File: src/verilog/id_pkg.sv
// Shared widths, opcode and control encodings, and pipeline register layouts for decode.
// Only the RV32I subset listed in opcode_e is recognized. Every other major opcode is illegal.
`default_nettype none

package id_pkg;

  ////////////////////////////////////////////////////////////
  // Sizes
  ////////////////////////////////////////////////////////////

  localparam int XLEN           = 32;
  localparam int NUM_REGS       = 32;
  localparam int NUM_READ_PORTS = 2;
  // Register address width follows from the register count
  localparam int REG_AW         = $clog2(NUM_REGS);

  ////////////////////////////////////////////////////////////
  // Encodings
  ////////////////////////////////////////////////////////////

  // Major opcodes, instruction bits 6:0
  typedef enum logic [6:0] {
    OP       = 7'h33,
    OP_IMM   = 7'h13,
    LOAD     = 7'h03,
    STORE    = 7'h23,
    SYSTEM   = 7'h73,
    MISC_MEM = 7'h0f,
    LUI      = 7'h37
  } opcode_e;

  // CSR_OP_READ doubles as the idle value when no CSR is touched
  typedef enum logic [1:0] {
    CSR_OP_READ  = 2'd0,
    CSR_OP_WRITE = 2'd1,
    CSR_OP_SET   = 2'd2,
    CSR_OP_CLEAR = 2'd3
  } csr_op_e;

  typedef enum logic [2:0] {
    SYS_NONE   = 3'd0,
    SYS_ECALL  = 3'd1,
    SYS_EBREAK = 3'd2,
    SYS_MRET   = 3'd3,
    SYS_WFI    = 3'd4,
    SYS_FENCEI = 3'd5
  } sys_op_e;

  // A single unit code, so at most one unit is ever enabled
  typedef enum logic [2:0] {
    UNIT_NONE = 3'd0,
    UNIT_ALU  = 3'd1,
    UNIT_MUL  = 3'd2,
    UNIT_DIV  = 3'd3,
    UNIT_CSR  = 3'd4,
    UNIT_SYS  = 3'd5,
    UNIT_LSU  = 3'd6
  } unit_e;

  ////////////////////////////////////////////////////////////
  // Pipeline registers
  ////////////////////////////////////////////////////////////

  typedef struct packed {
    logic [XLEN-1:0] instr;
    logic            valid;
    logic            dummy;
  } if_id_t;

  typedef struct packed {
    unit_e             unit;
    sys_op_e           sys_op;
    csr_op_e           csr_op;
    logic              lsu_we;
    logic              rf_we;
    logic [REG_AW-1:0] rd;
    logic [XLEN-1:0]   operand_a;
    logic [XLEN-1:0]   operand_b;
    logic              illegal;
  } id_ex_t;

endpackage

`default_nettype wire

File: src/verilog/decode_if.sv
// Decoded control from the decoder to the stage. Purely combinational, so it carries no clock.
`default_nettype none
`timescale 1ns/1ps

interface decode_if;

  id_pkg::unit_e                unit;
  id_pkg::sys_op_e              sys_op;
  id_pkg::csr_op_e              csr_op;
  logic                         lsu_we;
  logic                         rf_we;
  logic [id_pkg::REG_AW-1:0]    rs1;
  logic [id_pkg::REG_AW-1:0]    rs2;
  logic [id_pkg::REG_AW-1:0]    rd;
  // Operand B takes imm instead of the rs2 read data
  logic                         use_imm;
  logic [id_pkg::XLEN-1:0]      imm;
  logic                         illegal;

  // Decoder side
  modport dec (
    output unit, sys_op, csr_op, lsu_we, rf_we, rs1, rs2, rd, use_imm, imm, illegal
  );

  // Pipeline stage side
  modport stage (
    input unit, sys_op, csr_op, lsu_we, rf_we, rs1, rs2, rd, use_imm, imm, illegal
  );

endinterface

`default_nettype wire

File: src/verilog/id_stage.sv
// IF/ID plus ID/EX registers with valid/ready on both sides. No hazard checks or forwarding.
// A word handshaken while kill_i is high is flushed along with the words already held.
`default_nettype none
`timescale 1ns/1ps

module id_stage (
  input  logic                      clk,
  input  logic                      reset_i,
  input  logic [id_pkg::XLEN-1:0]   instr_i,
  input  logic                      instr_valid_i,
  input  logic                      dummy_i,
  output logic                      id_ready_o,
  input  logic                      halt_i,
  input  logic                      kill_i,
  output logic [id_pkg::XLEN-1:0]   instr_o,
  decode_if.stage                   dec,
  output logic [id_pkg::REG_AW-1:0] raddr_o [id_pkg::NUM_READ_PORTS],
  input  logic [id_pkg::XLEN-1:0]   rdata_i [id_pkg::NUM_READ_PORTS],
  output id_pkg::id_ex_t            id_ex_o,
  output logic                      id_valid_o,
  input  logic                      ex_ready_i
);

  id_pkg::if_id_t if_id_q;
  id_pkg::id_ex_t id_ex_q;
  id_pkg::id_ex_t id_ex_d;
  logic           id_valid_q;

  logic           run;
  logic           advance;
  logic           if_id_load;

  ////////////////////////////////////////////////////////////
  // Handshake control
  ////////////////////////////////////////////////////////////

  // Kill wins over halt, and either one freezes normal flow
  assign run = !halt_i && !kill_i;

  // IF/ID moves on when ID/EX is empty or being drained this cycle
  assign advance    = run && if_id_q.valid && (!id_valid_q || ex_ready_i);
  assign if_id_load = run && instr_valid_i && (!if_id_q.valid || advance);

  // Ready only drops when both registers are full and EX is stalled
  assign id_ready_o = kill_i || (run && (!if_id_q.valid || !id_valid_q || ex_ready_i));
  assign id_valid_o = run && id_valid_q;

  ////////////////////////////////////////////////////////////
  // Operand selection
  ////////////////////////////////////////////////////////////

  assign instr_o    = if_id_q.instr;
  assign raddr_o[0] = dec.rs1;
  assign raddr_o[1] = dec.rs2;

  always_comb begin
    id_ex_d.unit    = dec.unit;
    id_ex_d.sys_op  = dec.sys_op;
    id_ex_d.csr_op  = dec.csr_op;
    id_ex_d.lsu_we  = dec.lsu_we;
    id_ex_d.rf_we   = dec.rf_we;
    id_ex_d.rd      = dec.rd;
    id_ex_d.illegal = dec.illegal;

    // Ordinary words see zero in register 0, dummies see what is stored there
    if (dec.rs1 == '0 && !if_id_q.dummy) begin
      id_ex_d.operand_a = '0;
    end else begin
      id_ex_d.operand_a = rdata_i[0];
    end

    if (dec.use_imm) begin
      id_ex_d.operand_b = dec.imm;
    end else if (dec.rs2 == '0 && !if_id_q.dummy) begin
      id_ex_d.operand_b = '0;
    end else begin
      id_ex_d.operand_b = rdata_i[1];
    end
  end

  ////////////////////////////////////////////////////////////
  // Pipeline registers
  ////////////////////////////////////////////////////////////

  always_ff @(posedge clk) begin
    if (reset_i) begin
      if_id_q.valid <= 1'b0;
      id_valid_q    <= 1'b0;
    end else if (kill_i) begin
      // Flush both stages
      if_id_q.valid <= 1'b0;
      id_valid_q    <= 1'b0;
    end else if (run) begin
      if (if_id_load) begin
        if_id_q.instr <= instr_i;
        if_id_q.dummy <= dummy_i;
        if_id_q.valid <= 1'b1;
      end else if (advance) begin
        if_id_q.valid <= 1'b0;
      end

      if (advance) begin
        id_ex_q    <= id_ex_d;
        id_valid_q <= 1'b1;
      end else if (ex_ready_i) begin
        // EX took the result and nothing new follows
        id_valid_q <= 1'b0;
      end
    end
  end

  assign id_ex_o = id_ex_q;

endmodule

`default_nettype wire

File: src/verilog/id_subsystem.sv
// Decode subsystem top. No registers beyond the stage, so its timing equals id_stage timing.
`default_nettype none
`timescale 1ns/1ps

module id_subsystem (
  input  logic                      clk,
  input  logic                      reset_i,
  // Fetch side
  input  logic [id_pkg::XLEN-1:0]   instr_i,
  input  logic                      instr_valid_i,
  input  logic                      dummy_i,
  output logic                      id_ready_o,
  // Controller
  input  logic                      halt_i,
  input  logic                      kill_i,
  // Writeback into the register file
  input  logic                      wb_we_i,
  input  logic [id_pkg::REG_AW-1:0] wb_addr_i,
  input  logic [id_pkg::XLEN-1:0]   wb_data_i,
  // Execute side
  input  logic                      ex_ready_i,
  output logic                      id_valid_o,
  output id_pkg::unit_e             ex_unit_o,
  output id_pkg::sys_op_e           ex_sys_op_o,
  output id_pkg::csr_op_e           ex_csr_op_o,
  output logic                      ex_lsu_we_o,
  output logic                      ex_rf_we_o,
  output logic [id_pkg::REG_AW-1:0] ex_rd_o,
  output logic [id_pkg::XLEN-1:0]   ex_operand_a_o,
  output logic [id_pkg::XLEN-1:0]   ex_operand_b_o,
  output logic                      ex_illegal_o
);

  logic [id_pkg::XLEN-1:0]   instr_dec;
  logic [id_pkg::REG_AW-1:0] rf_raddr [id_pkg::NUM_READ_PORTS];
  logic [id_pkg::XLEN-1:0]   rf_rdata [id_pkg::NUM_READ_PORTS];
  id_pkg::id_ex_t            id_ex;

  decode_if dec_if ();

  ////////////////////////////////////////////////////////////
  // Instances
  ////////////////////////////////////////////////////////////

  instr_decoder instr_decoder_i (
    .instr_i (instr_dec),
    .dec     (dec_if.dec)
  );

  // Writeback goes straight in, register 0 included
  reg_file reg_file_i (
    .clk     (clk),
    .reset_i (reset_i),
    .raddr_i (rf_raddr),
    .rdata_o (rf_rdata),
    .we_i    (wb_we_i),
    .waddr_i (wb_addr_i),
    .wdata_i (wb_data_i)
  );

  id_stage id_stage_i (
    .clk           (clk),
    .reset_i       (reset_i),
    .instr_i       (instr_i),
    .instr_valid_i (instr_valid_i),
    .dummy_i       (dummy_i),
    .id_ready_o    (id_ready_o),
    .halt_i        (halt_i),
    .kill_i        (kill_i),
    .instr_o       (instr_dec),
    .dec           (dec_if.stage),
    .raddr_o       (rf_raddr),
    .rdata_i       (rf_rdata),
    .id_ex_o       (id_ex),
    .id_valid_o    (id_valid_o),
    .ex_ready_i    (ex_ready_i)
  );

  // Flatten the ID/EX register onto plain ports
  assign ex_unit_o      = id_ex.unit;
  assign ex_sys_op_o    = id_ex.sys_op;
  assign ex_csr_op_o    = id_ex.csr_op;
  assign ex_lsu_we_o    = id_ex.lsu_we;
  assign ex_rf_we_o     = id_ex.rf_we;
  assign ex_rd_o        = id_ex.rd;
  assign ex_operand_a_o = id_ex.operand_a;
  assign ex_operand_b_o = id_ex.operand_b;
  assign ex_illegal_o   = id_ex.illegal;

endmodule

`default_nettype wire

File: src/verilog/instr_decoder.sv
// Purely combinational RV32 decoder. CSR access takes register forms only, so CSRRxI is illegal.
// FENCE decodes as a legal no-op with no unit. Store data from rs2 is not carried to EX.
`default_nettype none
`timescale 1ns/1ps

module instr_decoder (
  input  logic [id_pkg::XLEN-1:0] instr_i,
  decode_if.dec                   dec
);

  ////////////////////////////////////////////////////////////
  // Instruction fields and immediates
  ////////////////////////////////////////////////////////////

  logic [2:0]              funct3;
  logic [6:0]              funct7;
  logic [id_pkg::XLEN-1:0] imm_i;
  logic [id_pkg::XLEN-1:0] imm_s;
  logic [id_pkg::XLEN-1:0] imm_u;
  logic [id_pkg::XLEN-1:0] imm_csr;

  assign funct3  = instr_i[14:12];
  assign funct7  = instr_i[31:25];
  assign imm_i   = {{20{instr_i[31]}}, instr_i[31:20]};
  assign imm_s   = {{20{instr_i[31]}}, instr_i[31:25], instr_i[11:7]};
  assign imm_u   = {instr_i[31:12], 12'b0};
  // The CSR address rides on operand B, zero extended
  assign imm_csr = {20'b0, instr_i[31:20]};

  // Raw decode before the illegal override
  id_pkg::unit_e           unit_d;
  id_pkg::sys_op_e         sys_op_d;
  id_pkg::csr_op_e         csr_op_d;
  logic                    lsu_we_d;
  logic                    rf_we_d;
  logic                    use_imm_d;
  logic [id_pkg::XLEN-1:0] imm_d;
  logic                    illegal_d;

  ////////////////////////////////////////////////////////////
  // Opcode decode
  ////////////////////////////////////////////////////////////

  always_comb begin
    unit_d    = id_pkg::UNIT_NONE;
    sys_op_d  = id_pkg::SYS_NONE;
    csr_op_d  = id_pkg::CSR_OP_READ;
    lsu_we_d  = 1'b0;
    rf_we_d   = 1'b0;
    use_imm_d = 1'b0;
    imm_d     = '0;
    illegal_d = 1'b0;

    case (id_pkg::opcode_e'(instr_i[6:0]))
      id_pkg::OP: begin
        rf_we_d = 1'b1;
        // funct7 1 is the M extension, low half of funct3 multiplies
        if (funct7 == 7'h01) begin
          unit_d = funct3[2] ? id_pkg::UNIT_DIV : id_pkg::UNIT_MUL;
        end else if (funct7 == 7'h00) begin
          unit_d = id_pkg::UNIT_ALU;
        end else if (funct7 == 7'h20 && (funct3 == 3'd0 || funct3 == 3'd5)) begin
          // SUB and SRA
          unit_d = id_pkg::UNIT_ALU;
        end else begin
          illegal_d = 1'b1;
        end
      end
      id_pkg::OP_IMM: begin
        unit_d    = id_pkg::UNIT_ALU;
        rf_we_d   = 1'b1;
        use_imm_d = 1'b1;
        imm_d     = imm_i;
        // Shift immediates restrict the upper bits
        if (funct3 == 3'd1 && funct7 != 7'h00) begin
          illegal_d = 1'b1;
        end
        if (funct3 == 3'd5 && funct7 != 7'h00 && funct7 != 7'h20) begin
          illegal_d = 1'b1;
        end
      end
      id_pkg::LOAD: begin
        unit_d    = id_pkg::UNIT_LSU;
        rf_we_d   = 1'b1;
        use_imm_d = 1'b1;
        imm_d     = imm_i;
        // Only LB, LH, LW, LBU and LHU exist
        illegal_d = (funct3 == 3'd3) || (funct3[2:1] == 2'b11);
      end
      id_pkg::STORE: begin
        unit_d    = id_pkg::UNIT_LSU;
        lsu_we_d  = 1'b1;
        use_imm_d = 1'b1;
        imm_d     = imm_s;
        illegal_d = (funct3 > 3'd2);
      end
      id_pkg::LUI: begin
        unit_d    = id_pkg::UNIT_ALU;
        rf_we_d   = 1'b1;
        use_imm_d = 1'b1;
        imm_d     = imm_u;
      end
      id_pkg::MISC_MEM: begin
        if (funct3 == 3'd1) begin
          unit_d   = id_pkg::UNIT_SYS;
          sys_op_d = id_pkg::SYS_FENCEI;
        end else if (funct3 != 3'd0) begin
          illegal_d = 1'b1;
        end
      end
      id_pkg::SYSTEM: begin
        if (funct3 == 3'd0) begin
          unit_d = id_pkg::UNIT_SYS;
          // Privileged words need zero rs1 and rd fields
          if (instr_i[19:7] != '0) begin
            illegal_d = 1'b1;
          end
          case (instr_i[31:20])
            12'h000: sys_op_d = id_pkg::SYS_ECALL;
            12'h001: sys_op_d = id_pkg::SYS_EBREAK;
            12'h302: sys_op_d = id_pkg::SYS_MRET;
            12'h105: sys_op_d = id_pkg::SYS_WFI;
            default: illegal_d = 1'b1;
          endcase
        end else if (!funct3[2]) begin
          unit_d    = id_pkg::UNIT_CSR;
          rf_we_d   = 1'b1;
          use_imm_d = 1'b1;
          imm_d     = imm_csr;
          // CSRRS and CSRRC with rs1 of zero only read the CSR
          if (funct3[1:0] == 2'b01) begin
            csr_op_d = id_pkg::CSR_OP_WRITE;
          end else if (instr_i[19:15] == '0) begin
            csr_op_d = id_pkg::CSR_OP_READ;
          end else begin
            csr_op_d = funct3[0] ? id_pkg::CSR_OP_CLEAR : id_pkg::CSR_OP_SET;
          end
        end else begin
          illegal_d = 1'b1;
        end
      end
      default: illegal_d = 1'b1;
    endcase
  end

  ////////////////////////////////////////////////////////////
  // Outputs with illegal words stripped of side effects
  ////////////////////////////////////////////////////////////

  assign dec.unit    = illegal_d ? id_pkg::UNIT_NONE : unit_d;
  assign dec.sys_op  = illegal_d ? id_pkg::SYS_NONE : sys_op_d;
  assign dec.csr_op  = illegal_d ? id_pkg::CSR_OP_READ : csr_op_d;
  assign dec.lsu_we  = lsu_we_d && !illegal_d;
  assign dec.rf_we   = rf_we_d && !illegal_d;
  assign dec.use_imm = use_imm_d;
  assign dec.imm     = imm_d;
  assign dec.illegal = illegal_d;

  // LUI reuses the rs1 field as immediate bits, so it reads register 0
  assign dec.rs1 = (instr_i[6:0] == id_pkg::LUI) ? '0 : instr_i[19:15];
  assign dec.rs2 = instr_i[24:20];
  assign dec.rd  = instr_i[11:7];

endmodule

`default_nettype wire

File: src/verilog/reg_file.sv
// Register 0 is a normal storage entry here. Zeroing for ordinary reads happens in the stage.
`default_nettype none
`timescale 1ns/1ps

module reg_file (
  input  logic                      clk,
  input  logic                      reset_i,
  input  logic [id_pkg::REG_AW-1:0] raddr_i [id_pkg::NUM_READ_PORTS],
  output logic [id_pkg::XLEN-1:0]   rdata_o [id_pkg::NUM_READ_PORTS],
  input  logic                      we_i,
  input  logic [id_pkg::REG_AW-1:0] waddr_i,
  input  logic [id_pkg::XLEN-1:0]   wdata_i
);

  logic [id_pkg::XLEN-1:0] regs_q [id_pkg::NUM_REGS];

  // Single write port, no bypass to the read ports
  always_ff @(posedge clk) begin
    if (reset_i) begin
      for (int i = 0; i < id_pkg::NUM_REGS; i++) begin
        regs_q[i] <= '0;
      end
    end else if (we_i) begin
      regs_q[waddr_i] <= wdata_i;
    end
  end

  // Asynchronous reads, so a write shows up in the cycle after its edge
  always_comb begin
    for (int p = 0; p < id_pkg::NUM_READ_PORTS; p++) begin
      rdata_o[p] = regs_q[raddr_i[p]];
    end
  end

endmodule

`default_nettype wire
File: config.mk
export PLATFORM = sky130hd
export DESIGN_NAME = id_subsystem
export DESIGN_NICKNAME = d
export VERILOG_FILES = /design/src/verilog/id_pkg.sv /design/src/verilog/decode_if.sv /design/src/verilog/id_stage.sv /design/src/verilog/id_subsystem.sv /design/src/verilog/instr_decoder.sv /design/src/verilog/reg_file.sv
export SDC_FILE = /design/constraint.sdc
export NUM_CORES = 2
export LEC_CHECK = 0
export BUFFER_PORTS_ARGS = -buffer_cell sky130_fd_sc_hd__buf_4
export CAP_MARGIN = 30
export CORE_ASPECT_RATIO = 1.5
export CORE_MARGIN = 10
export CORE_UTILIZATION = 30
export DETAILED_ROUTE_END_ITERATION = 16
export GPL_ROUTABILITY_DRIVEN = 0
export PLACE_DENSITY_LB_ADDON = 0.15
export SLEW_MARGIN = 5
export SYNTH_ARGS = -nofsm -noshare
export SYNTH_HDL_FRONTEND = slang
export SYNTH_SLANG_ARGS = --single-unit
File: constraint.sdc
create_clock -name clk -period 7.5 [get_ports clk]
set_clock_uncertainty 0.15 [all_clocks]
set_input_delay 0.75 -clock clk [delete_from_list [all_inputs] [get_ports clk]]
set_output_delay 0.75 -clock clk [all_outputs]
set_load 0.01 [all_outputs]
==> summary.md <==
| Metric | Value |
|---|---|
| CP Max Fanout | `34` |
| Initial antenna violation count | `17` |
| Top FF cell, synth | `edfxtp_1` |
| Gr ovfl total | `0` |
| Filler cell count | `19250` |
| Final hold violations | `0` |
| Core ar. | `200200 um2` |
| Number of flops mapped to enable cells by yosys | `between 1000 and 1500` |
| WS Path Type | `reg -> reg` |
| Final wirelength | `229000 um` |
| Area of the multi-input gates | `24420 um2` |
| Gr busiest metal | `met2` |
| CP Capture Type | `register` |
| Post-Synthesis Cells | `4223` |
| Minimum clock period | `4053 ps` |
| RSZ-0062 raised after global routing | `no` |
| Post-Place Worst Slack | `~3100 ps` |
| Worst setup SP type | `register` |
| Std-Cell Rows | `between 200 and 250` |
| Number of unique standard cell types used by synthesis | `75` |
| Post-synth top area share | `a little under three fifths` |
| Maximum clock insertion buffer count | `3` |
| Crit-path slowest cell | `a311oi_1` |
| Slowest stage delay, CP | `about 700 ps` |
| Vias | `roughly 37000` |
| Vias per Instance | `5.401` |
| Root buffer cell | `clkbuf_16` |
| Worst-path clk slew | `about 60 ps` |
| Final nets | `4268` |
| Initial core utilization | `30.19%` |
| Max-Cap Viols | `0` |
| Vias in the first global route | `38750` |
| Post-DP HPWL | `155900 um` |
| Synth warn | `0` |
| Syn nets | `between 4000 and 5000` |
| Worst EP required | `between 7000 and 8000 ps` |
| Static Leakage | `22.98 nW` |
| Status | `finished clean` |
| DIE AREA | `220200 um2` |
| Chip Width | `386.5 um` |
| Syn Std Cell Area | `60440 um2` |
| TNS Setup | `0 ps` |
| Worst path arrival time | `around 4500 ps` |
| Yosys top cell by area | `edfxtp_1` |
| Initial DRT Pass Iterations | `5` |
| M1 GR Usage | `25.97%` |
| Layout cells sized above 1 | `24.12%` |
| Met3 GRT Util | `3.432%` |
| CTS H-Tree Depth | `3` |
| Final WS setup | `3447 ps` |
| Post-route cell area | `68450 um2` |
| Dpl cell area | `between 60000 and 70000 um2` |
| Fmax | `0.2467 GHz` |
| # port buffers | `158` |
| Cells along the critical path | `and4bb_2 -> buf_4 -> nand2_4 -> buf_4 -> o2bb2ai_4 -> buf_16 -> a311oi_1 -> a2111o_1` |
| PD cells | `~220 nW/um2` |
| Asr flop ratio synth | `0%` |
| Final setup violation count | `0` |
| Area grow syn2layout | `13.26%` |
| Die Y | `569.7 um` |
| CTS buffer count | `118` |
| Register area | `34300 um2` |
| Ranking of synthesized cells by area | `edfxtp_1, mux4_2, and2_1` |
| CTS Sinks | `1144` |
| Routed Antenna Nets | `0` |
| Post-CTS Repair Setup Buffers | `0` |
| Worst Max-Slew Pin Slew | `between 1000 and 1500 ps` |
| CTS tree | `done` |
| CP dominant cell by count | `buf_4` |
| GR Util All Layers | `20.15%` |
| Register bit total from synthesis | `1144` |
| Worst hold path type | `in -> reg` |
| Final worst path period share | `54.05%` |
| First-pass GRT wire length | `320300 um` |
| IO Count | `159` |
| Relative slew slack | `32.28%` |
| Slew Viols, Final | `0` |
| Register area share after synthesis | `56.73%` |
| Mean Syn Cell Area | `roughly 14 um2` |
| Clock Latency Late Sink | `750 ps` |
| Largest net degree at the start of global routing | `113` |
| VDD IR-drop max | `177.9 uV` |
| Wirelength per Cell | `33.03 um` |
| Met2 GRT Util | `34.78%` |
| # DRC | `0` |
| DRT iter0 DRCs | `around 4000` |
## final timing paths
kind,from,end,slack [ps],depth (start not counted)
hold / removal,instr_i[0],id_stage_i.instr_o[0]$_DFFE_PP_,50,1
setup reg to reg,id_stage_i.instr_o[6]$_DFFE_PP_,id_stage_i.id_ex_o[48]$_SDFFCE_PP0P_,3450,8
setup / recovery,id_stage_i.instr_o[6]$_DFFE_PP_,id_stage_i.id_ex_o[48]$_SDFFCE_PP0P_,3450,8
hold reg to reg,id_stage_i.instr_o[10]$_DFFE_PP_,id_stage_i.id_ex_o[68]$_DFFE_PP_,350,0
## metal layers
layer	up-vias	share of wire (%)
met1	19690	41
met2	1406	50
met4	10	2.6
li1	16050	-
met5	-	0.028
met3	292	6.2
## state kept, by name, indices dropped and copies added, names as in the netlist, named ones only
signal and flops:
id_stage_i.id_valid_q 1, id_stage_i.instr_o 32, reg_file_i.regs_q 1024, id_stage_i.if_id_q 2
id_stage_i.id_ex_o 80
## cell type report
cell class / count / share of cell area, %
Inverter: 25 / 0.1371
Timing Repair Buffer: 286 / 3.652
Sequential cell: 1144 / 50.11
Clock inverter: 71 / 0.9633
Antenna cell: 7 / 0.02559
Clock buffer: 145 / 4.612
Tap cell: 2639 / 4.824
Multi-Input combinational cell: 2616 / 35.68
## power by group
group	internal (W)	leakage, nW	total [W]	switching [W]
Clock	0.00335	1.86	0.00602	0.00267
Combinational	0.000575	10.3	0.00140	0.000829
Sequential	0.00736	10.8	0.00762	0.000259
## placed cells by master (no fill, tap or decap), drive strengths merged, types with 90 or more instances in the layout
cell type  instances
a21oi             91
and2            1028
buf              262
clkbuf           145
edfxtp          1137
mux2i            172
mux4             421
nand2            133
nor2              90
o211ai           101
## stage by stage
stage / util (%) / total power, W / hold WS [ps] / instances
2_1_floorplan: - / 0.008461 / 301.4 / 4223
3_3_place_gp: 32.00 / 0.009131 / 333.0 / 6672
3_5_place_dp: 32.13 / 0.009141 / 345.0 / 6684
4_1_cts: 34.16 / 0.01516 / 0.4571 / 6924
5_1_grt: 34.19 / 0.01549 / 23.76 / 6927
6_report: 34.19 / 0.01504 / 50.33 / 6933
## critical path: cells and delay by family (launching register included)
kind / cells / cell delay (ps)
AO/OA/AOI/OAI: 3 / 1210
buffers and inverters: 3 / 1140
flip-flops: 1 / 570
AND/OR/NAND/NOR: 2 / 790
## synthesized netlist by cell type (21+ instances only)
cell type  instances
mux2_2            69
o22ai_1           31
nand2b_1          23
o211ai_1         101
buf_1             29
inv_1             24
mux4_2           421
clkbuf_1         281
buf_6             21
and2_1          1026
nand2_1          132
o21ai_0           81
mux2i_1          172
nand3_1           42
a22oi_1           23
edfxtp_1        1137
nor3_1            22
o2111ai_1         41
buf_2             87
or2_2             35
a21oi_1           90
nor2_1            89
## logic make-up after synthesis
family                 Yosys count  share of synthesized area, %
AND/OR/NAND/NOR               1430                         13.86
flip-flops                    1144                         56.73
multiplexers                   662                         19.82
AO/OA/AOI/OAI                  520                         6.091
buffers and inverters          463                         3.441
XOR/XNOR                         4                       0.05798
## timing repair
item	CTS	global route
resized for setup	0	0
endpoints found under the hold margin	24	0
hold buffers	24	0
Note: power is estimated with default switching activity, not from simulation.
